==> config.mk <==
export PLATFORM = sky130hd
export DESIGN_NAME = mem_wb_stage
export DESIGN_NICKNAME = d
export VERILOG_FILES = /design/src/verilog/cpu_pkg.sv /design/src/verilog/mem_wb_stage.sv
export SDC_FILE = /design/constraint.sdc
export NUM_CORES = 2
export LEC_CHECK = 0
export ABC_AREA = 1
export ABC_CLOCK_PERIOD_IN_PS = 2200
export BUFFER_PORTS_ARGS = -buffer_cell sky130_fd_sc_hd__buf_4
export CAP_MARGIN = 15
export CORE_MARGIN = 4
export CORE_UTILIZATION = 30
export DETAILED_ROUTE_END_ITERATION = 12
export SKIP_LAST_GASP = 1
export SYNTH_ARGS = -nofsm -noshare
export SYNTH_HDL_FRONTEND = slang
export SYNTH_SLANG_ARGS = --single-unit
==> constraint.sdc <==
create_clock -name clk -period 2.2 [get_ports clk]
set_input_delay 0.11 -clock clk [delete_from_list [all_inputs] [get_ports clk]]
set_output_delay 0.11 -clock clk [all_outputs]
set_load 0.005 [all_outputs]
==> src/verilog/cpu_pkg.sv <==
package cpu_pkg;

    localparam int WORD_WIDTH      = 32;
    localparam int REG_IDX_WIDTH   = 5;
    localparam int REG_COUNT       = 2 ** REG_IDX_WIDTH;
    localparam int SHAMT_WIDTH     = 5;
    localparam int DMEM_DEPTH      = 64;
    localparam int DMEM_ADDR_WIDTH = $clog2(DMEM_DEPTH);
    localparam int QUEUE_DEPTH     = 4;
    localparam int QUEUE_PTR_WIDTH = $clog2(QUEUE_DEPTH);
    localparam int CREDIT_WIDTH    = 3;

    typedef logic [WORD_WIDTH-1:0]    word_t;
    typedef logic [REG_IDX_WIDTH-1:0] reg_idx_t;

    typedef enum logic [2:0] {
        alu_add,
        alu_sub,
        alu_and,
        alu_or,
        alu_xor,
        alu_slt,
        alu_sll,
        alu_srl
    } alu_op_t;

    typedef enum logic [1:0] {
        alu_reg,
        alu_imm,
        load,
        store
    } op_kind_t;

    typedef enum logic [1:0] {
        from_reg,
        from_mem,
        from_wb
    } fwd_sel_t;

    // one decoded operation as the issuer hands it over
    typedef struct packed {
        op_kind_t kind;
        alu_op_t  alu_op;
        reg_idx_t rs;
        reg_idx_t rt;
        reg_idx_t rd;
        word_t    imm;
    } op_t;

    typedef struct packed {
        logic     valid;
        reg_idx_t rs;
        reg_idx_t rt;
        logic     uses_rt;
        logic     is_load;
        reg_idx_t rd;
    } ex_fwd_t;

    typedef struct packed {
        logic     valid;
        logic     we;
        reg_idx_t rd;
        word_t    data;
    } dest_t;

    typedef struct packed {
        reg_idx_t rd;
        word_t    data;
    } wb_t;

    // rt is a source for reg-reg ALU ops and as store data
    function automatic logic reads_rt(op_kind_t kind);
        return (kind == alu_reg) || (kind == store);
    endfunction

endpackage

==> src/verilog/mem_wb_stage.sv <==
`timescale 1ns/1ps

module mem_wb_stage
    import cpu_pkg::*;
(
    input  logic  clk,
    input  logic  rst_n,

    input  dest_t mem_dest,
    input  logic  mem_is_load,
    input  logic  mem_is_store,
    input  word_t mem_addr,
    input  word_t mem_store_data,

    output dest_t wb_dest,
    output logic  wb_valid,
    output wb_t   wb
);

    word_t                      dmem [DMEM_DEPTH];
    logic [DMEM_ADDR_WIDTH-1:0] word_addr;
    word_t                      load_data;

    logic     wb_valid_q;
    logic     wb_we_q;
    reg_idx_t wb_rd_q;
    word_t    wb_data_q;

    // word addressed, upper address bits ignored
    assign word_addr = mem_addr[DMEM_ADDR_WIDTH-1:0];
    assign load_data = dmem[word_addr];

    always_ff @(posedge clk or negedge rst_n) begin
        if (!rst_n) begin
            for (int i = 0; i < DMEM_DEPTH; i++) begin
                dmem[i] <= '0;
            end
        end else if (mem_is_store) begin
            dmem[word_addr] <= mem_store_data;
        end
    end

    always_ff @(posedge clk or negedge rst_n) begin
        if (!rst_n) begin
            wb_valid_q <= 1'b0;
            wb_we_q    <= 1'b0;
        end else begin
            wb_valid_q <= mem_dest.valid;
            wb_we_q    <= mem_dest.we;
        end
    end

    always_ff @(posedge clk) begin
        wb_rd_q   <= mem_dest.rd;
        wb_data_q <= mem_is_load ? load_data : mem_dest.data;
    end

    assign wb_dest = '{valid: wb_valid_q, we: wb_we_q, rd: wb_rd_q, data: wb_data_q};

    // stores carry we low and never report
    assign wb_valid = wb_valid_q && wb_we_q;
    assign wb       = '{rd: wb_rd_q, data: wb_data_q};

endmodule

==> impl_results.md <==
* Net switching fraction of the power at 29.1%
* CTS tree: built
* Post-Synth Adder-Cell Area at 0%
* CP required at 3.03 ns
* Via Count at 86,584
* IO Count at 184
* Compound-Gate Fraction of Synth Area at 11.4%
* CP Cell Sequence: nand2_1 > o21ai_0 > nand2_1 > nand2_1 > nand2_1 > nand2_1 > nand2_1 > nand2_1 > nor2_1 > buf_4 > nand3_1 > buf_4 > nand2_1 > inv_1
* RSZ-0062 raised after global routing: false
* Largest family of logic cells by synthesized area: simple AND/OR/NAND/NOR gates
* Area Overhead vs Synth at 20.2%
* CTS Sinks at 2,087
* Max-cap violation count at 0
* Fin crit share at 93.8%
* DP Area at 108,000 µm²
* Most instantiated cells after synthesis: nand2_1 (6,619), dfrtp_1 (2,050), o21ai_0 (1,280)
* Tightest Pin Transition at 0.781 ns
* CP top delay family: simple AND/OR/NAND/NOR gates
* WHS at 0.0379 ns
* Core region area at 324,000 µm²
* Fin crit period at 2.06 ns
* Utilization after layout at 36.2%
* Worst setup margin at 0.135 ns
* Top layer in use: met5
* Grt total ovfl at 0
* Max-slew violation count at 0
* Met3 wire length at 24,700 µm
* First-pass GRT wire length at 522,000 µm
* Design area at 117,000 µm²
* Average size of a mapped cell at 7.33 µm²
* Hold Vio Cnt, Final at 0
* Worst skew pair latency at 0.93 ns
* Avg WL per Cell at 19.1 µm
* Max FO, Critical Path at 2
* Layout cells sized above 1 at 9.59%
* Detailed-route DRC error count at 0
* Initial core utilization at 30.1%
* Most common cell in the synthesized netlist: nand2_1
* Reg power frac at 45.6%
* Post-Synth XOR/XNOR Area at 0%
* Clock skew at 0.103 ns
* Clk buf depth at 4
* Clock network power share at 38.0%
* P_sw at 30,400 µW
* Area leader, netlist: dfrtp_1
* Worst hold path type: primary input to flop
* Gate power share at 16.4%
* Netlist cell types at 25
* Setup violators final at 0
* Fillers at 34,116
* Synth top area share at 52.5%
* Highest clock rate at 484 MHz
* Root Driver: clkbuf_16
* Ys flop type: dfrtp_1
* Routed met1 length at 154,000 µm
* Synth Net Count at 13,442
* Sequential share of the synthesized area at 53.3%
* Initial antenna violation count at 25
* Post-synth ARST share at 98.2%
* Post-DR vias/cell at 4.82
* FF+latch count, synth at 2,087
* Internal at 74,200 µW
* Startpoint types: flop
* Post-layout nets at 13,567
* Max incr delay on CP at 0.37 ns
* Worst Path Buf+Inv at 3
* Clk slew on worst S/H paths at 0.09 ns
* CP max stage cell: dfrtp_1
* Largest net degree at the start of global routing at 123
* Wire length on met2 at 152,000 µm
* Die Area at 335,000 µm²
* # port buffers at 157
* Vias in the first global route at 81,559
* Yosys warning total at 0
* Gr usage total at 20.2%
* Antenna viol nets, final at 0
* Critical Path AT at 2.90 ns
* Critical path type: flop to flop
* Post-DP HPWL at 222,000 µm
* Pwr dens at 890 nW/µm²
* Area contributors post-synth: dfrtp_1 (52%), nand2_1 (25%), o21ai_0 (6.6%)
* DRT Wirelength at 343,000 µm
* Most used cell along the critical path: nand2_1
* Post-synth EDFFs at 0
* Leakage power at 0.0594 µW
* Routability-driven placement congestion ratio at 0.867
* H-tree level count at 4
* Status: completed
* Multi-input logic area at 40,600 µm²
* Post-CTS Setup Bufs at 0
* Pre-CTS WS at -0.227 ns
* Total power at 105,000 µW
* Register area at 52,000 µm²
* DR iter-0 viols at 8,168
* Headroom to the max-slew limit at 47.9%
* IR drop worst, VDD at 0.000722 V
* Mapped Cells at 13,335
* Std cell rows at 209
* Num CTS Buffers at 231
* DR pass1 iterations at 6
* Simple-gate share of the synthesized area at 29.8%
* Worst Setup End Kind: flop
* Post-synthesis mux area share at 0%
* Chip Width at 579 µm
* Die H at 579 µm
* Mapped Area at 97,700 µm²
-- metrics by stage --
step	TNS [ns]	cells
2_1_floorplan	0	13335
3_3_place_gp	-2.61	17413
6_report	0	17977
4_1_cts	0	17972
5_1_grt	0	17974
3_5_place_dp	-2.23	17413
-- placed cells by master (no fill, tap or decap), drive strengths merged --
cell type / n
or2: 33
buf: 801
nand3: 46
o21ai: 1367
clkinv: 44
nand4: 1
dlygate4sd3: 138
o211ai: 4
clkinvlp: 2
nor4: 2
dfxtp: 37
diode: 5
a21oi: 854
dfrtp: 2050
nor2: 953
bufinv: 14
inv: 305
nor3: 9
clkbuf: 352
nand2: 6635
-- timing repair --
item / 4_1_cts / 5_1_grt
endpoints found under the setup margin: 0 / 1
gates resized for setup: 0 / 1
hold buffers: 139 / 0
endpoints found under the hold margin: 3863 / 0
-- cells by family after synthesis --
family,after synthesis
AND/OR/NAND/NOR,7679
AO/OA/AOI/OAI,2225
flip-flops,2087
buffers and inverters,1344
-- area by class of cell --
cell class              count  share of cell area, %
repair buffers            939                   9.01
flip-flops and latches   2087                   44.3
clock inverters            68                  0.740
well taps                4325                   4.61
clock buffers             352                   5.81
diodes                      5                 0.0107
multi-input cells        9904                   34.5
inverters                 297                  0.968
-- layer usage --
metal  vias up  GRT usage [%]
met2      2718           31.5
met5         -              0
met4         8           6.56
met3       510           3.04
met1     41623           28.7
li1      41725              -
-- sequential cells by signal, indices dropped and copies added, names as in the netlist --
signal      count
dmem         2048
wb_data_q      32
wb_we_q         1
wb_valid_q      1
wb_rd_q         5
-- final timing paths --
kind,from,endpoint,slack [ns],depth (start not counted)
max,dmem[456],wb_data_q[8],0.14,14
min,mem_is_load,wb_data_q[21],0.04,5
max reg2reg,dmem[456],wb_data_q[8],0.14,14
min reg2reg,dmem[1546],dmem[1546],0.48,2
max in group asynchronous,rst_n,dmem[295],0.74,5
min in group asynchronous,rst_n,dmem[1342],0.56,4
-- power groups by stage --
stage / Sequential, µW / Combinational (µW) / Clock (µW)
2_1_floorplan: 47500 / 10900 / 0
3_3_place_gp: 48200 / 16600 / 0
3_5_place_dp: 48300 / 16900 / 0
4_1_cts: 47700 / 17200 / 40500
5_1_grt: 48400 / 19700 / 42100
6_report: 47700 / 17200 / 39700
-- worst reg2reg max path, cell delays in order (launching register included) --
cell     delay [ns]
dfrtp_1        0.37
nand2_1        0.06
o21ai_0        0.10
nand2_1        0.09
nand2_1        0.05
nand2_1        0.06
nand2_1        0.18
nand2_1        0.17
nand2_1        0.24
nor2_1         0.17
buf_4          0.12
nand3_1        0.16
buf_4          0.19
nand2_1        0.05
inv_1          0.04
No activity file was read; power rests on OpenSTA's default activity.
