$ cat src/verilog/cpu_pkg.sv
package cpu_pkg;

    localparam int WORD_WIDTH      = 32;
    localparam int REG_IDX_WIDTH   = 5;
    localparam int REG_COUNT       = 2 ** REG_IDX_WIDTH;
    localparam int SHAMT_WIDTH     = 5;
    localparam int DMEM_DEPTH      = 64;
    localparam int DMEM_ADDR_WIDTH = $clog2(DMEM_DEPTH);
    localparam int QUEUE_DEPTH     = 4;
    localparam int QUEUE_PTR_WIDTH = $clog2(QUEUE_DEPTH);
    localparam int CREDIT_WIDTH    = 3;

    typedef logic [WORD_WIDTH-1:0]    word_t;
    typedef logic [REG_IDX_WIDTH-1:0] reg_idx_t;

    typedef enum logic [2:0] {
        alu_add,
        alu_sub,
        alu_and,
        alu_or,
        alu_xor,
        alu_slt,
        alu_sll,
        alu_srl
    } alu_op_t;

    typedef enum logic [1:0] {
        alu_reg,
        alu_imm,
        load,
        store
    } op_kind_t;

    typedef enum logic [1:0] {
        from_reg,
        from_mem,
        from_wb
    } fwd_sel_t;

    // one decoded operation as the issuer hands it over
    typedef struct packed {
        op_kind_t kind;
        alu_op_t  alu_op;
        reg_idx_t rs;
        reg_idx_t rt;
        reg_idx_t rd;
        word_t    imm;
    } op_t;

    typedef struct packed {
        logic     valid;
        reg_idx_t rs;
        reg_idx_t rt;
        logic     uses_rt;
        logic     is_load;
        reg_idx_t rd;
    } ex_fwd_t;

    typedef struct packed {
        logic     valid;
        logic     we;
        reg_idx_t rd;
        word_t    data;
    } dest_t;

    typedef struct packed {
        reg_idx_t rd;
        word_t    data;
    } wb_t;

    // rt is a source for reg-reg ALU ops and as store data
    function automatic logic reads_rt(op_kind_t kind);
        return (kind == alu_reg) || (kind == store);
    endfunction

endpackage

$ cat src/verilog/op_queue.sv
`timescale 1ns/1ps

module op_queue
    import cpu_pkg::*;
(
    input  logic     clk,
    input  logic     rst_n,

    input  logic     op_valid,
    input  op_t      op,
    output logic     credit_return,

    output reg_idx_t rs_idx,
    output reg_idx_t rt_idx,
    input  word_t    rs_data,
    input  word_t    rt_data,

    input  ex_fwd_t  ex_fwd,

    output logic     issue,
    output op_t      issued_op,
    output word_t    issued_rs_data,
    output word_t    issued_rt_data
);

    op_t                        entries [QUEUE_DEPTH];
    logic [QUEUE_PTR_WIDTH-1:0] wr_ptr;
    logic [QUEUE_PTR_WIDTH-1:0] rd_ptr;
    logic [CREDIT_WIDTH-1:0]    count;
    op_t                        head;
    logic                       rs_hit;
    logic                       rt_hit;
    logic                       load_use;

    assign head   = entries[rd_ptr];
    assign rs_idx = head.rs;
    assign rt_idx = head.rt;

    // load result not ready before MEM, hold the head one cycle
    assign rs_hit   = (head.rs == ex_fwd.rd);
    assign rt_hit   = reads_rt(head.kind) && (head.rt == ex_fwd.rd);
    assign load_use = ex_fwd.valid && ex_fwd.is_load && (ex_fwd.rd != '0) && (rs_hit || rt_hit);

    assign issue         = (count != '0) && !load_use;
    assign credit_return = issue;

    assign issued_op      = head;
    assign issued_rs_data = rs_data;
    assign issued_rt_data = rt_data;

    always_ff @(posedge clk or negedge rst_n) begin
        if (!rst_n) begin
            wr_ptr <= '0;
            rd_ptr <= '0;
            count  <= '0;
        end else begin
            if (op_valid) begin
                wr_ptr <= wr_ptr + 1'b1;
            end
            if (issue) begin
                rd_ptr <= rd_ptr + 1'b1;
            end
            count <= count + CREDIT_WIDTH'(op_valid) - CREDIT_WIDTH'(issue);
        end
    end

    // issuer holds a credit, so a free slot is guaranteed
    always_ff @(posedge clk) begin
        if (op_valid) begin
            entries[wr_ptr] <= op;
        end
    end

endmodule

$ cat config.mk
export PLATFORM = sky130hd
export DESIGN_NAME = op_queue
export DESIGN_NICKNAME = d
export VERILOG_FILES = /design/src/verilog/cpu_pkg.sv /design/src/verilog/op_queue.sv
export SDC_FILE = /design/constraint.sdc
export NUM_CORES = 1
export LEC_CHECK = 0
export ABC_AREA = 1
export CAP_MARGIN = 10
export CORE_UTILIZATION = 35
export CTS_CLUSTER_DIAMETER = 40
export CTS_CLUSTER_SIZE = 24
export DETAILED_ROUTE_END_ITERATION = 10
export DONT_BUFFER_PORTS = 1
export PLACE_DENSITY_LB_ADDON = 0.08
export SYNTH_ARGS = -nofsm -noshare
export SYNTH_HDL_FRONTEND = slang
export SYNTH_SLANG_ARGS = --single-unit
$ cat constraint.sdc
create_clock -name clk -period 3 [get_ports clk]
set_input_delay 0.6 -clock clk [delete_from_list [all_inputs] [get_ports clk]]
set_output_delay 0.6 -clock clk [all_outputs]
set_load 0.1 [all_outputs]
==> summary by stage <==
Status
The run finished, with violations left. The checks that failed: negative setup slack.

Die
The number of placement rows is 58. Once the floorplan was initialized, standard cells occupied 35.8% of the core. The width of the chip is ~160 um. The core area is 25,300 um^2. The count of boundary I/O pins is 265.

The die footprint is 26,600 um^2. The die is 163 um tall.

Timing
The count of pins over their slew limit is 0. The post-route worst setup slack is -88.9 ps. The worst-case clock skew is 14.4 ps. In the final timing run, aggregate negative setup slack is -170 ps. For the finished layout, the period the worst path requires is 3090 ps. Setup repair after global routing could not meet its margin everywhere.

The final-layout worst hold slack is 181 ps. At the pin with the least slew margin, the transition time is 574 ps. The final hold violation count is 0. The share of the clock period used by the worst path after layout is 103%. In this run the tightest slew margin relative to its limit is 61.7%.

Setup violations remaining at the end of the flow were counted as 2. The achievable clock frequency is 0.324 GHz.

Final layout
Summing all non-filler instances in the final layout gives an area of around 12,000 um^2. 0 antenna diodes ended up in the layout. The filler cell count in the final layout is between 2,000 and 2,500.

The area growth from synthesis to layout is 32.4%. The final net count is 882. The post-route netlist has 37.2% of its cells at a drive strength greater than 1. The non-filler instance count after layout is 1,096.

Synthesis
The biggest area contributor in the post-synthesis netlist is sky130_fd_sc_hd__edfxtp_1. The count of flip-flops with a built-in enable after synthesis is 208. The top flip-flop cell by instance count after synthesis is sky130_fd_sc_hd__edfxtp_1. The area of the mapped netlist is 9070 um^2. The sequential-to-total area share from yosys stat is 70.8%.

Synthesis produced a netlist with a net count of 860. The share of synthesized flip-flops with an asynchronous set or reset is 3.26%. The flop and latch count out of synthesis is ~220.

A synthesized cell averages 12.7 um^2. The share of the synthesized area in the top cell type is 68.9%. The number of different library cells used by synthesis comes to 25. The number of warning messages in the yosys log is 0.

Synthesis produced 716 cells. In the post-synthesis netlist, the biggest area contributors are sky130_fd_sc_hd__edfxtp_1, sky130_fd_sc_hd__buf_4, sky130_fd_sc_hd__o21ai_0, sky130_fd_sc_hd__nand2_1, sky130_fd_sc_hd__nor2_1.

Clock network
The TritonCTS clock tree is built. Counting the buffers created by CTS gives 37. The clock reaches the later pin of the worst-skew pair after between 500 and 600 ps. The clock-pin slew of the registers on the worst-case setup and hold paths is 50 ps. The number of sinks driven by the clock tree is roughly 220. The depth of the CTS H-tree is 2. Counting along the longest clock path gives a buffer depth of 3. The cell at the root of the clock tree is sky130_fd_sc_hd__clkbuf_16.

Critical path
Along the worst path, the maximum fanout reaches 8. The worst setup path is of the flop to output pin kind. Together, buffers and inverters on the worst path number 5. At the worst endpoint, the arrival time is roughly 2500 ps. Among the stages of the critical path, the cell type that occurs most often is sky130_fd_sc_hd__nand2_4.

For the worst setup path, the data required time is 2400 ps. The largest stage delay on the critical path is around 460 ps. STA classifies the critical path endpoint as an output pin. The slowest stage of the critical path belongs to the cell sky130_fd_sc_hd__dfrtp_4. The kind of cell with the highest combined delay along the critical path is simple AND/OR/NAND/NOR gates. Walking the worst path, the cells encountered are buf_12, clkinv_16, nand2_8, nand2_4, nand2_4, nand2_8, nand2_4, nand2_4, nor2_2, nand3_1, nand2_1, nand2_2, nand2_2, clkinvlp_4, buf_6, buf_16. The category of the worst setup path launch point is a flop.

Placement
After legalization and detailed placement, the total HPWL measured ~13,000 um. After detailed placement, the total cell area comes to 10,300 um^2. The number of buffers inserted by port buffering is 0. At the end of routability-driven placement, the weighted congestion stood at between 0.7 and 0.8. The total instance count after detailed placement is just over 1,000.

GRT
Global routing consumed, over all layers together, 16.9% of the routing resources. The number of antenna violations at the first check in global routing was 0. The via count of the first global-routing pass is 5,778. The largest net degree at the start of global routing is 45. The total congestion overflow is 0. The first global-routing pass estimated roughly 33,000 um of wire.

Detailed routing
The average vias per placed instance is 4.94. The detailed router placed 5,411 vias in this run. In the routed design, unresolved DRC markers number 0. The final layout contains routed wiring with a total length of 22,000 um. The first detailed-routing pass took 4 iterations. The count of nets left with antenna violations after detail routing is 0. Dividing the detail-routed wire length by the instance count gives 20.1 um. The violation count after the first detailed-route iteration is approximately 260.

Hold path
The kind of path behind the tightest hold check is input pin to flop.

Flow run
The number of max-cap violations is 0.
==> state kept, by name (all words and copies together) (netlist names) <==
register and flops:
count 3, entries 208, rd_ptr 2, wr_ptr 2
==> routing by layer <==
metal  GRT usage, %  share of wire (%)  vias up
li1               -                  -     2515
met1           18.8                 39     2664
met2           28.5                 50      167
met3           7.16                8.9       65
met4           6.63                2.6        0
met5              0                  0        -
==> per-stage QoR <==
stage	util [%]	setup slack, ps
after floorplan	-	-271
after global placement	40.6	133
after detailed placement	40.6	83.2
after CTS	46.9	-58.5
after global routing	47.4	-271
final	47.4	-88.9
==> cells in the final DEF, fill, tap and decap left out, types with 2 or more instances in the layout <==
cell type,instances
sky130_fd_sc_hd__inv_1,11
sky130_fd_sc_hd__clkinvlp_4,7
sky130_fd_sc_hd__inv_6,6
sky130_fd_sc_hd__o21ai_0,81
sky130_fd_sc_hd__ha_4,2
sky130_fd_sc_hd__nand2_4,13
sky130_fd_sc_hd__clkinv_4,4
sky130_fd_sc_hd__nand2_1,59
sky130_fd_sc_hd__buf_6,3
sky130_fd_sc_hd__ha_1,4
sky130_fd_sc_hd__clkbuf_16,39
sky130_fd_sc_hd__buf_4,29
sky130_fd_sc_hd__clkinv_2,3
sky130_fd_sc_hd__inv_2,16
sky130_fd_sc_hd__nor2_1,84
sky130_fd_sc_hd__nand2_2,28
sky130_fd_sc_hd__clkinv_1,4
sky130_fd_sc_hd__clkbuf_1,2
sky130_fd_sc_hd__xor2_1,3
sky130_fd_sc_hd__o22ai_2,40
sky130_fd_sc_hd__dfrtp_1,5
sky130_fd_sc_hd__nand3_2,21
sky130_fd_sc_hd__edfxtp_1,208
sky130_fd_sc_hd__nand3_1,16
sky130_fd_sc_hd__bufinv_16,3
sky130_fd_sc_hd__inv_12,2
sky130_fd_sc_hd__nand2_8,4
sky130_fd_sc_hd__buf_8,2
sky130_fd_sc_hd__buf_12,54
==> timing repair <==
action	4_1_cts	5_1_grt
gates resized for setup	66	24
gates cloned	3	0
endpoints found under the setup margin	6	18
pin swaps	15	17
setup buffers	11	2
endpoints found under the hold margin	7	0
hold buffers	1	0
==> path summary, 6_finish.rpt <==
| check | start | endpoint | cells after the start | slack [ps] |
|---|---|---|---|---|
| max in group asynchronous | rst_n | rd_ptr[0] | 1 | 2290 |
| worst min register to register | count[1] | count[2] | 1 | 480 |
| worst min-delay path | op[32] | entries[0][32] | 0 | 180 |
| worst max-delay path | rd_ptr[0] | credit_return | 16 | -90 |
| worst max register to register | rd_ptr[0] | count[2] | 21 | 20 |
| min in group asynchronous | rst_n | rd_ptr[0] | 1 | 430 |
==> synthesized netlist by cell type, types with 3 or more instances <==
| library cell | instances |
|---|---|
| sky130_fd_sc_hd__edfxtp_1 | 208 |
| sky130_fd_sc_hd__nand2_1 | 98 |
| sky130_fd_sc_hd__nor2_1 | 85 |
| sky130_fd_sc_hd__o21ai_0 | 81 |
| sky130_fd_sc_hd__buf_4 | 78 |
| sky130_fd_sc_hd__o22ai_1 | 40 |
| sky130_fd_sc_hd__nand3_1 | 30 |
| sky130_fd_sc_hd__inv_1 | 27 |
| sky130_fd_sc_hd__clkbuf_1 | 23 |
| sky130_fd_sc_hd__nand3_2 | 8 |
| sky130_fd_sc_hd__dfrtp_1 | 7 |
| sky130_fd_sc_hd__buf_6 | 6 |
| sky130_fd_sc_hd__ha_1 | 6 |
| sky130_fd_sc_hd__nand2_2 | 6 |
| sky130_fd_sc_hd__xor2_1 | 3 |
==> cells by family (layout without fill, tap and decap cells) <==
| family | count (synthesis) | in the layout | share of synthesized area [%] |
|---|---|---|---|
| AOI/OAI and AO/OA | 123 | 123 | 7.40 |
| buffers and inverters | 139 | 189 | 9.75 |
| adders and majority gates | 7 | 7 | 1.05 |
| and+or+nand+nor | 228 | 228 | 10.6 |
| xor gates and xnor gates | 4 | 4 | 0.386 |
| DFF | 215 | 215 | 70.8 |
==> final cells by class <==
cell class,instances,area [um^2],share of cell area (%)
Tap cell,330,413,3.44
Clock buffer,41,983,8.19
Sequential cell,215,6430,53.5
Clock inverter,26,253,2.11
Multi-Input combinational cell,362,2350,19.5
Timing Repair inverter,3,57.6,0.479
Timing Repair Buffer,90,1400,11.7
Inverter,29,125,1.04
Power is not shown: default switching activity piles up to over one toggle a cycle in this logic, so the estimate is an artifact.
