--- src/verilog/cpu_pkg.sv ---
package cpu_pkg;

    localparam int WORD_WIDTH      = 32;
    localparam int REG_IDX_WIDTH   = 5;
    localparam int REG_COUNT       = 2 ** REG_IDX_WIDTH;
    localparam int SHAMT_WIDTH     = 5;
    localparam int DMEM_DEPTH      = 64;
    localparam int DMEM_ADDR_WIDTH = $clog2(DMEM_DEPTH);
    localparam int QUEUE_DEPTH     = 4;
    localparam int QUEUE_PTR_WIDTH = $clog2(QUEUE_DEPTH);
    localparam int CREDIT_WIDTH    = 3;

    typedef logic [WORD_WIDTH-1:0]    word_t;
    typedef logic [REG_IDX_WIDTH-1:0] reg_idx_t;

    typedef enum logic [2:0] {
        alu_add,
        alu_sub,
        alu_and,
        alu_or,
        alu_xor,
        alu_slt,
        alu_sll,
        alu_srl
    } alu_op_t;

    typedef enum logic [1:0] {
        alu_reg,
        alu_imm,
        load,
        store
    } op_kind_t;

    typedef enum logic [1:0] {
        from_reg,
        from_mem,
        from_wb
    } fwd_sel_t;

    // one decoded operation as the issuer hands it over
    typedef struct packed {
        op_kind_t kind;
        alu_op_t  alu_op;
        reg_idx_t rs;
        reg_idx_t rt;
        reg_idx_t rd;
        word_t    imm;
    } op_t;

    typedef struct packed {
        logic     valid;
        reg_idx_t rs;
        reg_idx_t rt;
        logic     uses_rt;
        logic     is_load;
        reg_idx_t rd;
    } ex_fwd_t;

    typedef struct packed {
        logic     valid;
        logic     we;
        reg_idx_t rd;
        word_t    data;
    } dest_t;

    typedef struct packed {
        reg_idx_t rd;
        word_t    data;
    } wb_t;

    // rt is a source for reg-reg ALU ops and as store data
    function automatic logic reads_rt(op_kind_t kind);
        return (kind == alu_reg) || (kind == store);
    endfunction

endpackage

--- src/verilog/forwarding_unit.sv ---
`timescale 1ns/1ps

module forwarding_unit
    import cpu_pkg::*;
(
    input  ex_fwd_t  ex_fwd,
    input  dest_t    mem_dest,
    input  dest_t    wb_dest,

    output fwd_sel_t a_sel,
    output fwd_sel_t b_sel,
    output fwd_sel_t store_sel
);

    function automatic logic dest_hit(dest_t dest, reg_idx_t src);
        return dest.valid && dest.we && (dest.rd != '0) && (dest.rd == src);
    endfunction

    // younger result in MEM wins over WB
    function automatic fwd_sel_t pick(reg_idx_t src);
        if (!ex_fwd.valid) begin
            return from_reg;
        end
        if (dest_hit(mem_dest, src)) begin
            return from_mem;
        end
        if (dest_hit(wb_dest, src)) begin
            return from_wb;
        end
        return from_reg;
    endfunction

    always_comb begin
        a_sel     = pick(ex_fwd.rs);
        b_sel     = pick(ex_fwd.rt);
        store_sel = pick(ex_fwd.rt);
    end

endmodule

--- config.mk ---
export PLATFORM = sky130hd
export DESIGN_NAME = forwarding_unit
export DESIGN_NICKNAME = d
export VERILOG_FILES = /design/src/verilog/cpu_pkg.sv /design/src/verilog/forwarding_unit.sv
export SDC_FILE = /design/constraint.sdc
export NUM_CORES = 1
export LEC_CHECK = 0
export BUFFER_PORTS_ARGS = -buffer_cell sky130_fd_sc_hd__buf_2
export CORE_MARGIN = 2
export CORE_UTILIZATION = 19
export DETAILED_ROUTE_END_ITERATION = 6
export PLACE_DENSITY = 0.93
export SETUP_SLACK_MARGIN = 0.4
export SYNTH_ARGS = -nofsm -noshare
export SYNTH_HDL_FRONTEND = slang
export SYNTH_SLANG_ARGS = --single-unit
--- constraint.sdc ---
create_clock -name vclk -period 2.7
set_input_delay 0 -clock vclk [all_inputs]
set_output_delay 0 -clock vclk [all_outputs]
set_load 0.005 [all_outputs]
==> load_flow_metrics.sql, run 1 <==
INSERT INTO impl_metrics (metric_group, metric, value, unit) VALUES
('hold_path', 'min_to', 'a_sel[0]', ''),
('logic_synthesis', 'synthesis.area', '297', 'um2'),
('finish', 'layout.clock_buffers', '0', ''),
('power', 'power_frac_clock', '0', '%'),
('finish', 'sequential_cell_area', '0', 'um2'),
('sta', 'final.min_clock_period', '1.33', 'ns'),
('placed_design', 'placedCellCount', '85', ''),
('sta', 'max_slew.worst_pin.slew', '0.329', 'ns'),
('floorplan', 'num_rows', '14', ''),
('finish', 'diodes', '0', ''),
('grt', 'gr-usage-met1', '11.0', '%'),
('logic_synthesis', 'post_synth_num_cell_types', '12', ''),
('finish', 'areaGrowthSynthToFinish', '54.0', '%'),
('sta', 'final_min_period_over_clock_period', '49.2', '%'),
('hold_path', 'startpoint_of_the_worst_hold_path', 'ex_fwd[17]', ''),
('logic_synthesis', 'synth_largest_type_area_fraction', '29.5', '%'),
('logic_synthesis', 'most_frequent_cells_after_synthesis', '10 x sky130_fd_sc_hd__xnor2_1, 10 x sky130_fd_sc_hd__xor2_1, 5 x sky130_fd_sc_hd__nor3_1, 4 x sky130_fd_sc_hd__nand3_1', ''),
('power', 'netSwitchingPower', '0.0298', 'mW'),
('floorplan', 'core_region_area', '0.00149', 'mm2'),
('finish', 'numSequentialCells', '0', ''),
('grt', 'top_usage_layer', 'met2', ''),
('power', 'worst_ir_drop_vdd', '44.4', 'uV'),
('power', 'combinationalPowerShare', '100.0', '%'),
('clock_network', 'cts_resized', '0', ''),
('grt', 'first_global_vias', '371', ''),
('logic_synthesis', 'mapped_nets', '136', ''),
('drt', 'wire_per_inst', '10.9', 'um'),
('floorplan', 'die_x', '43.5', 'um'),
('drt', 'drt_pass1_iterations', '4', ''),
('drt', 'first_iter_violations', '7', ''),
('clock_network', 'cts_hold_buf', '0', ''),
('grt', 'gr-usage-all-layers', '9.62', '%'),
('power', 'p_seq_share', '0', '%'),
('floorplan', 'die_y', '43.5', 'um'),
('finish', 'fin_area', '457', 'um2'),
('logic_synthesis', 'synth-simple-area-share', '31.6', '%'),
('power', 'cellInternalPower', '0.0325', 'mW'),
('logic_synthesis', 'synthAdderAreaFrac', '0', '%'),
('logic_synthesis', 'syn_avg_cell_area', '7.41', 'um2'),
('sta', 'worst_case_headroom_to_the_max_slew_limit', '77.9', '%'),
('grt', 'grt_antenna_before_repair', '0', ''),
('grt', 'grt_start_max_net_pins', '4', ''),
('sta', 'grt_setup_unrepaired', 'no', ''),
('logic_synthesis', 'synth_top_family_by_area', 'XOR/XNOR gates', ''),
('drt', 'num_vias', '377', ''),
('drt', 'drc', '0', ''),
('drt', 'vias_per_cell', '4.44', ''),
('drt', 'drt_wl_total', '926', 'um'),
('logic_synthesis', 'netlist_instances', '40', ''),
('setup_path', 'timing.critical_path.from_type', 'input port', ''),
('hold_path', 'whs_path_depth', '3', ''),
('power', 'power.share.switching', '47.9', '%'),
('power', 'p_per_area', '136', 'mW/mm2'),
('logic_synthesis', 'number_of_warning_messages_in_the_yosys_log', '0', ''),
('placed_design', 'placed_area', '457', 'um2'),
('logic_synthesis', 'synth_xor_area_share', '59.1', '%'),
('logic_synthesis', 'post_synth_main_area_contributors', 'sky130_fd_sc_hd__xnor2_1 30%, sky130_fd_sc_hd__xor2_1 30%, sky130_fd_sc_hd__nor3_1 8.4%, sky130_fd_sc_hd__nand3_1 6.8%, sky130_fd_sc_hd__and2_2 5.1%', ''),
('drt', 'postRouteAntennaNets', '0', ''),
('logic_synthesis', 'synth_compound_gate_area_share', '4.22', '%'),
('floorplan', 'start_util', '19.9', '%'),
('setup_path', 'timing.critical_path.fanout_max', '3', ''),
('run', 'cap_violations', '0', ''),
('outcome', 'run_status', 'completed', ''),
('grt', 'fraction_of_met2_tracks_used_by_global_routing', '18.2', '%'),
('placed_design', 'input_output_buffers', '31', ''),
('grt', 'grt_met3_use', '2.08', '%'),
('setup_path', 'cp-end-kind', 'output port', ''),
('sta', 'timing.final.hold_violations', '0', ''),
('grt', 'grt_first_pass_wirelength', '1.44', 'mm'),
('hold_path', 'hp-class', 'in -> out', ''),
('sta', 'timing.final.setup_violations', '0', '');
-- routing by layer --
| metal | vias up | wire (um) |
|---|---|---|
| met5 | - | 0 |
| met4 | 0 | 17 |
| met3 | 2 | 86 |
| met2 | 18 | 466 |
| met1 | 161 | 356 |
| li1 | 196 | - |
-- stage by stage --
step                      setup WS, ns  hold WS [ns]  power (mW)  util, %
final                             1.37         0.318      0.0623     30.7
after floorplan                   1.50         0.118      0.0286        -
after global placement            1.37         0.315      0.0593     30.7
after CTS                         1.36         0.325      0.0627     30.7
after global routing              1.25         0.335      0.0687     30.7
after detailed placement          1.37         0.323      0.0624     30.7
-- worst max-delay path: stages --
cell and delay [ns]:
sky130_fd_sc_hd__buf_2 0.12, sky130_fd_sc_hd__or4_1 0.56, sky130_fd_sc_hd__o211ai_2 0.18, sky130_fd_sc_hd__nor4_1 0.09
sky130_fd_sc_hd__nor3_1 0.23, sky130_fd_sc_hd__buf_2 0.15
-- power groups by stage --
stage	logic [mW]	clock network, mW	registers (mW)
floorplan	0.0286	0	0
global placement	0.0593	0	0
detailed placement	0.0624	0	0
CTS	0.0627	0	0
global route	0.0687	0	0
finish	0.0623	0	0
-- kinds of logic after synthesis --
kind of cell	Yosys count
xor gates and xnor gates	20
buffers and inverters	2
and+or+nand+nor	17
AOI/OAI and AO/OA	1
-- placed cells by master, fill, tap and decap left out --
cell	n
sky130_fd_sc_hd__buf_2	31
sky130_fd_sc_hd__xnor2_1	10
sky130_fd_sc_hd__xor2_1	10
sky130_fd_sc_hd__nor3_1	5
sky130_fd_sc_hd__nand3_1	4
sky130_fd_sc_hd__nor4_1	2
sky130_fd_sc_hd__and2_2	2
sky130_fd_sc_hd__or4_1	1
sky130_fd_sc_hd__o211ai_2	1
sky130_fd_sc_hd__nor2_1	1
sky130_fd_sc_hd__nand2_1	1
sky130_fd_sc_hd__nand4_1	1
-- worst max path at each step --
| stage | start | endpoint | cells after the start |
|---|---|---|---|
| after CTS | mem_dest[35] | store_sel[1] | 6 |
| after global placement | mem_dest[35] | store_sel[1] | 6 |
| final | mem_dest[35] | store_sel[1] | 6 |
| after global routing | mem_dest[35] | store_sel[1] | 6 |
| after detailed placement | mem_dest[35] | store_sel[1] | 6 |
| after floorplan | mem_dest[35] | store_sel[1] | 5 |
-- final cells by class --
class,count,area [um2]
timing repair buffer,31,155
multi-input combinational,38,282
tap,16,20.0
fill,164,1030
Power figures use the tool's default switching activity.
==> run 2: changes to the inputs <==
--- a/config.mk
+++ b/config.mk
@@ -7,9 +7,9 @@
 export LEC_CHECK = 0
 export BUFFER_PORTS_ARGS = -buffer_cell sky130_fd_sc_hd__buf_2
 export CORE_MARGIN = 2
-export CORE_UTILIZATION = 19
+export CORE_UTILIZATION = 18
 export DETAILED_ROUTE_END_ITERATION = 6
-export PLACE_DENSITY = 0.93
+export PLACE_DENSITY = 0.89
 export SETUP_SLACK_MARGIN = 0.4
 export SYNTH_ARGS = -nofsm -noshare
 export SYNTH_HDL_FRONTEND = slang
==> constraint.sdc (replaced) <==
create_clock -name vclk -period 1.33
set_input_delay 0 -clock vclk [all_inputs]
set_output_delay 0 -clock vclk [all_outputs]
set_load 0.005 [all_outputs]
==> run 2 against run 1 <==
Net effect:
- total power is 140% higher
- global-route usage grew 1.2 points
- sequential share of layout area unchanged
- flip-flop and latch count unchanged
- count of clock-buffer cells in the layout unchanged
- largest cell class unchanged
- non-clock buffer count up 1
- worst setup slack got worse by 1.3 ns
- critical path depth stayed put
- cell count rose by 1.2%
==> load_flow_metrics.sql, run 2 (same netlist as run 1, synthesis figures left out) <==
INSERT INTO impl_metrics (metric_group, metric, value, unit) VALUES
('drt', 'drt_pass1_iterations', '2', ''),
('sta', 'final_min_period_over_clock_period', '94.5', '%'),
('sta', 'max_slew.worst_pin.slew', '0.328', 'ns'),
('floorplan', 'num_rows', '14', ''),
('power', 'netSwitchingPower', '0.0720', 'mW'),
('power', 'power_frac_clock', '0', '%'),
('sta', 'timing.final.hold_violations', '0', ''),
('sta', 'whs', '0.317', 'ns'),
('setup_path', 'timing.critical_path.from_type', 'input port', ''),
('floorplan', 'fp.dieArea', '0.00199', 'mm2'),
('drt', 'first_iter_violations', '5', ''),
('finish', 'diodes', '0', ''),
('finish', 'layout.clock_buffers', '0', ''),
('finish', 'sequential_cell_area', '0', 'um2'),
('grt', 'overflow', '0', ''),
('run', 'cap_violations', '0', ''),
('finish', 'final_cell_mix', '28 x sky130_fd_sc_hd__buf_2, 10 x sky130_fd_sc_hd__xnor2_1, 10 x sky130_fd_sc_hd__xor2_1', ''),
('grt', 'fraction_of_met2_tracks_used_by_global_routing', '19.7', '%'),
('hold_path', 'hp-class', 'in -> out', ''),
('power', 'p_per_area', '280', 'mW/mm2'),
('finish', 'num-nets-final', '168', ''),
('grt', 'grt_start_max_net_pins', '4', ''),
('drt', 'drt_wl_total', '1.03', 'mm'),
('drt', 'vias_per_cell', '4.53', ''),
('grt', 'first_global_vias', '400', ''),
('placed_design', 'input_output_buffers', '31', ''),
('setup_path', 'cp_slowest_cell', 'sky130_fd_sc_hd__or4_4', ''),
('setup_path', 'cp-end-kind', 'output port', ''),
('setup_path', 'timing.critical_path.fanout_max', '2', ''),
('sta', 'grt_setup_unrepaired', 'yes', ''),
('drt', 'wire_per_inst', '12.0', 'um'),
('sta', 'fin_setup_tns', '0', 'ns'),
('finish', 'layout-drive-gt1-share', '55.7', '%'),
('setup_path', 'setup.worst_path.class', 'in -> out', ''),
('placed_design', 'placedCellCount', '85', ''),
('power', 'combinationalPowerShare', '100.0', '%'),
('setup_path', 'arrival', '1.26', 'ns'),
('setup_path', 'cpLargestDelayFamily', 'simple AND/OR/NAND/NOR gates', ''),
('power', 'cellInternalPower', '0.0759', 'mW'),
('setup_path', 'timing.critical_path.cells', 'buf_8 -> or4_4 -> o211ai_4 -> nor4_4 -> nor3_1 -> buf_2', ''),
('power', 'power.share.switching', '48.7', '%'),
('sta', 'final_max_slew_viol_count', '0', ''),
('sta', 'final.min_clock_period', '1.26', 'ns'),
('outcome', 'run_status', 'completed', ''),
('sta', 'max_clock_freq', '796', 'MHz'),
('grt', 'grt_met3_use', '0.408', '%'),
('finish', 'areaGrowthSynthToFinish', '78.1', '%'),
('drt', 'num_vias', '390', ''),
('grt', 'gr-usage-all-layers', '10.8', '%'),
('power', 'static-leakage-power', '0.237', 'nW'),
('floorplan', 'core_region_area', '0.00152', 'mm2'),
('power', 'worst_ir_drop_vdd', '107', 'uV'),
('power', 'p_seq_share', '0', '%'),
('grt', 'grt_antenna_before_repair', '0', ''),
('setup_path', 'worst-path-buf-inv', '2', ''),
('grt', 'top_usage_layer', 'met2', ''),
('setup_path', 'worst_ep_required_time', '1.33', 'ns'),
('setup_path', 'critPathMaxStageDelay', '0.53', 'ns'),
('finish', 'final_common_cell', 'sky130_fd_sc_hd__buf_2', ''),
('finish', 'numSequentialCells', '0', ''),
('finish', 'fillerInstances', '156', ''),
('floorplan', 'die_y', '44.6', 'um'),
('floorplan', 'die_x', '44.6', 'um'),
('sta', 'timing.final.setup_violations', '0', ''),
('grt', 'gr-usage-met1', '14.8', '%'),
('grt', 'grt_first_pass_wirelength', '1.68', 'mm'),
('floorplan', 'start_util', '19.5', '%'),
('clock_network', 'cts_hold_buf', '0', ''),
('drt', 'drc', '0', ''),
('finish', 'final_core_utilization', '34.6', '%'),
('sta', 'worst_case_headroom_to_the_max_slew_limit', '78.0', '%'),
('placed_design', 'gp_congestion', '0.793', ''),
('finish', 'final_cells', '86', ''),
('drt', 'postRouteAntennaNets', '0', ''),
('floorplan', 'io-pin-count', '102', '');
==> run 2: changes by cell type in the layout (fill, tap and decap cells not counted), moves of 2 or more <==
cell | before | now
sky130_fd_sc_hd__nor4_1 | 2 | 0
sky130_fd_sc_hd__and2_4 | 0 | 2
sky130_fd_sc_hd__buf_6 | 0 | 2
sky130_fd_sc_hd__buf_2 | 31 | 28
sky130_fd_sc_hd__and2_2 | 2 | 0
==> run 2: power groups by stage <==
stage | combinational, mW | clock (mW) | sequential [mW]
2_1_floorplan | 0.0615 | 0 | 0
3_3_place_gp | 0.125 | 0 | 0
3_5_place_dp | 0.129 | 0 | 0
4_1_cts | 0.147 | 0 | 0
5_1_grt | 0.160 | 0 | 0
6_report | 0.148 | 0 | 0
==> run 2: worst paths after layout <==
kind / startpoint / to / slack [ns] / depth (start not counted)
setup / recovery: mem_dest[33] / a_sel[1] / 0.07 / 6
hold / removal: ex_fwd[17] / a_sel[0] / 0.32 / 3
==> run 2: final cells by class <==
type / instances / area (um2) / area share, %
repair buffers: 32 / 185 / 35.1
well taps: 16 / 20.0 / 3.79
multi-input cells: 38 / 323 / 61.1
==> run 2: layer usage <==
metal | vias up | wire, um
met5 | - | 0
met1 | 170 | 441
li1 | 200 | -
met3 | 0 | 88
met4 | 0 | 0
met2 | 20 | 504
==> run 2: what timing repair did <==
action,in CTS,in global routing
pin swaps,3,3
cloned,0,0
setup buffers,1,0
gates resized for setup,9,1
endpoints found under the setup margin,6,6
==> run 2: stage by stage <==
step	setup WS (ns)	cell area [um2]	total power, mW
after detailed placement	0.0459	473	0.129
after global placement	0.0530	473	0.125
after global routing	0.0464	528	0.160
final	0.0734	528	0.148
after floorplan	0.257	317	0.0615
after CTS	0.105	522	0.147
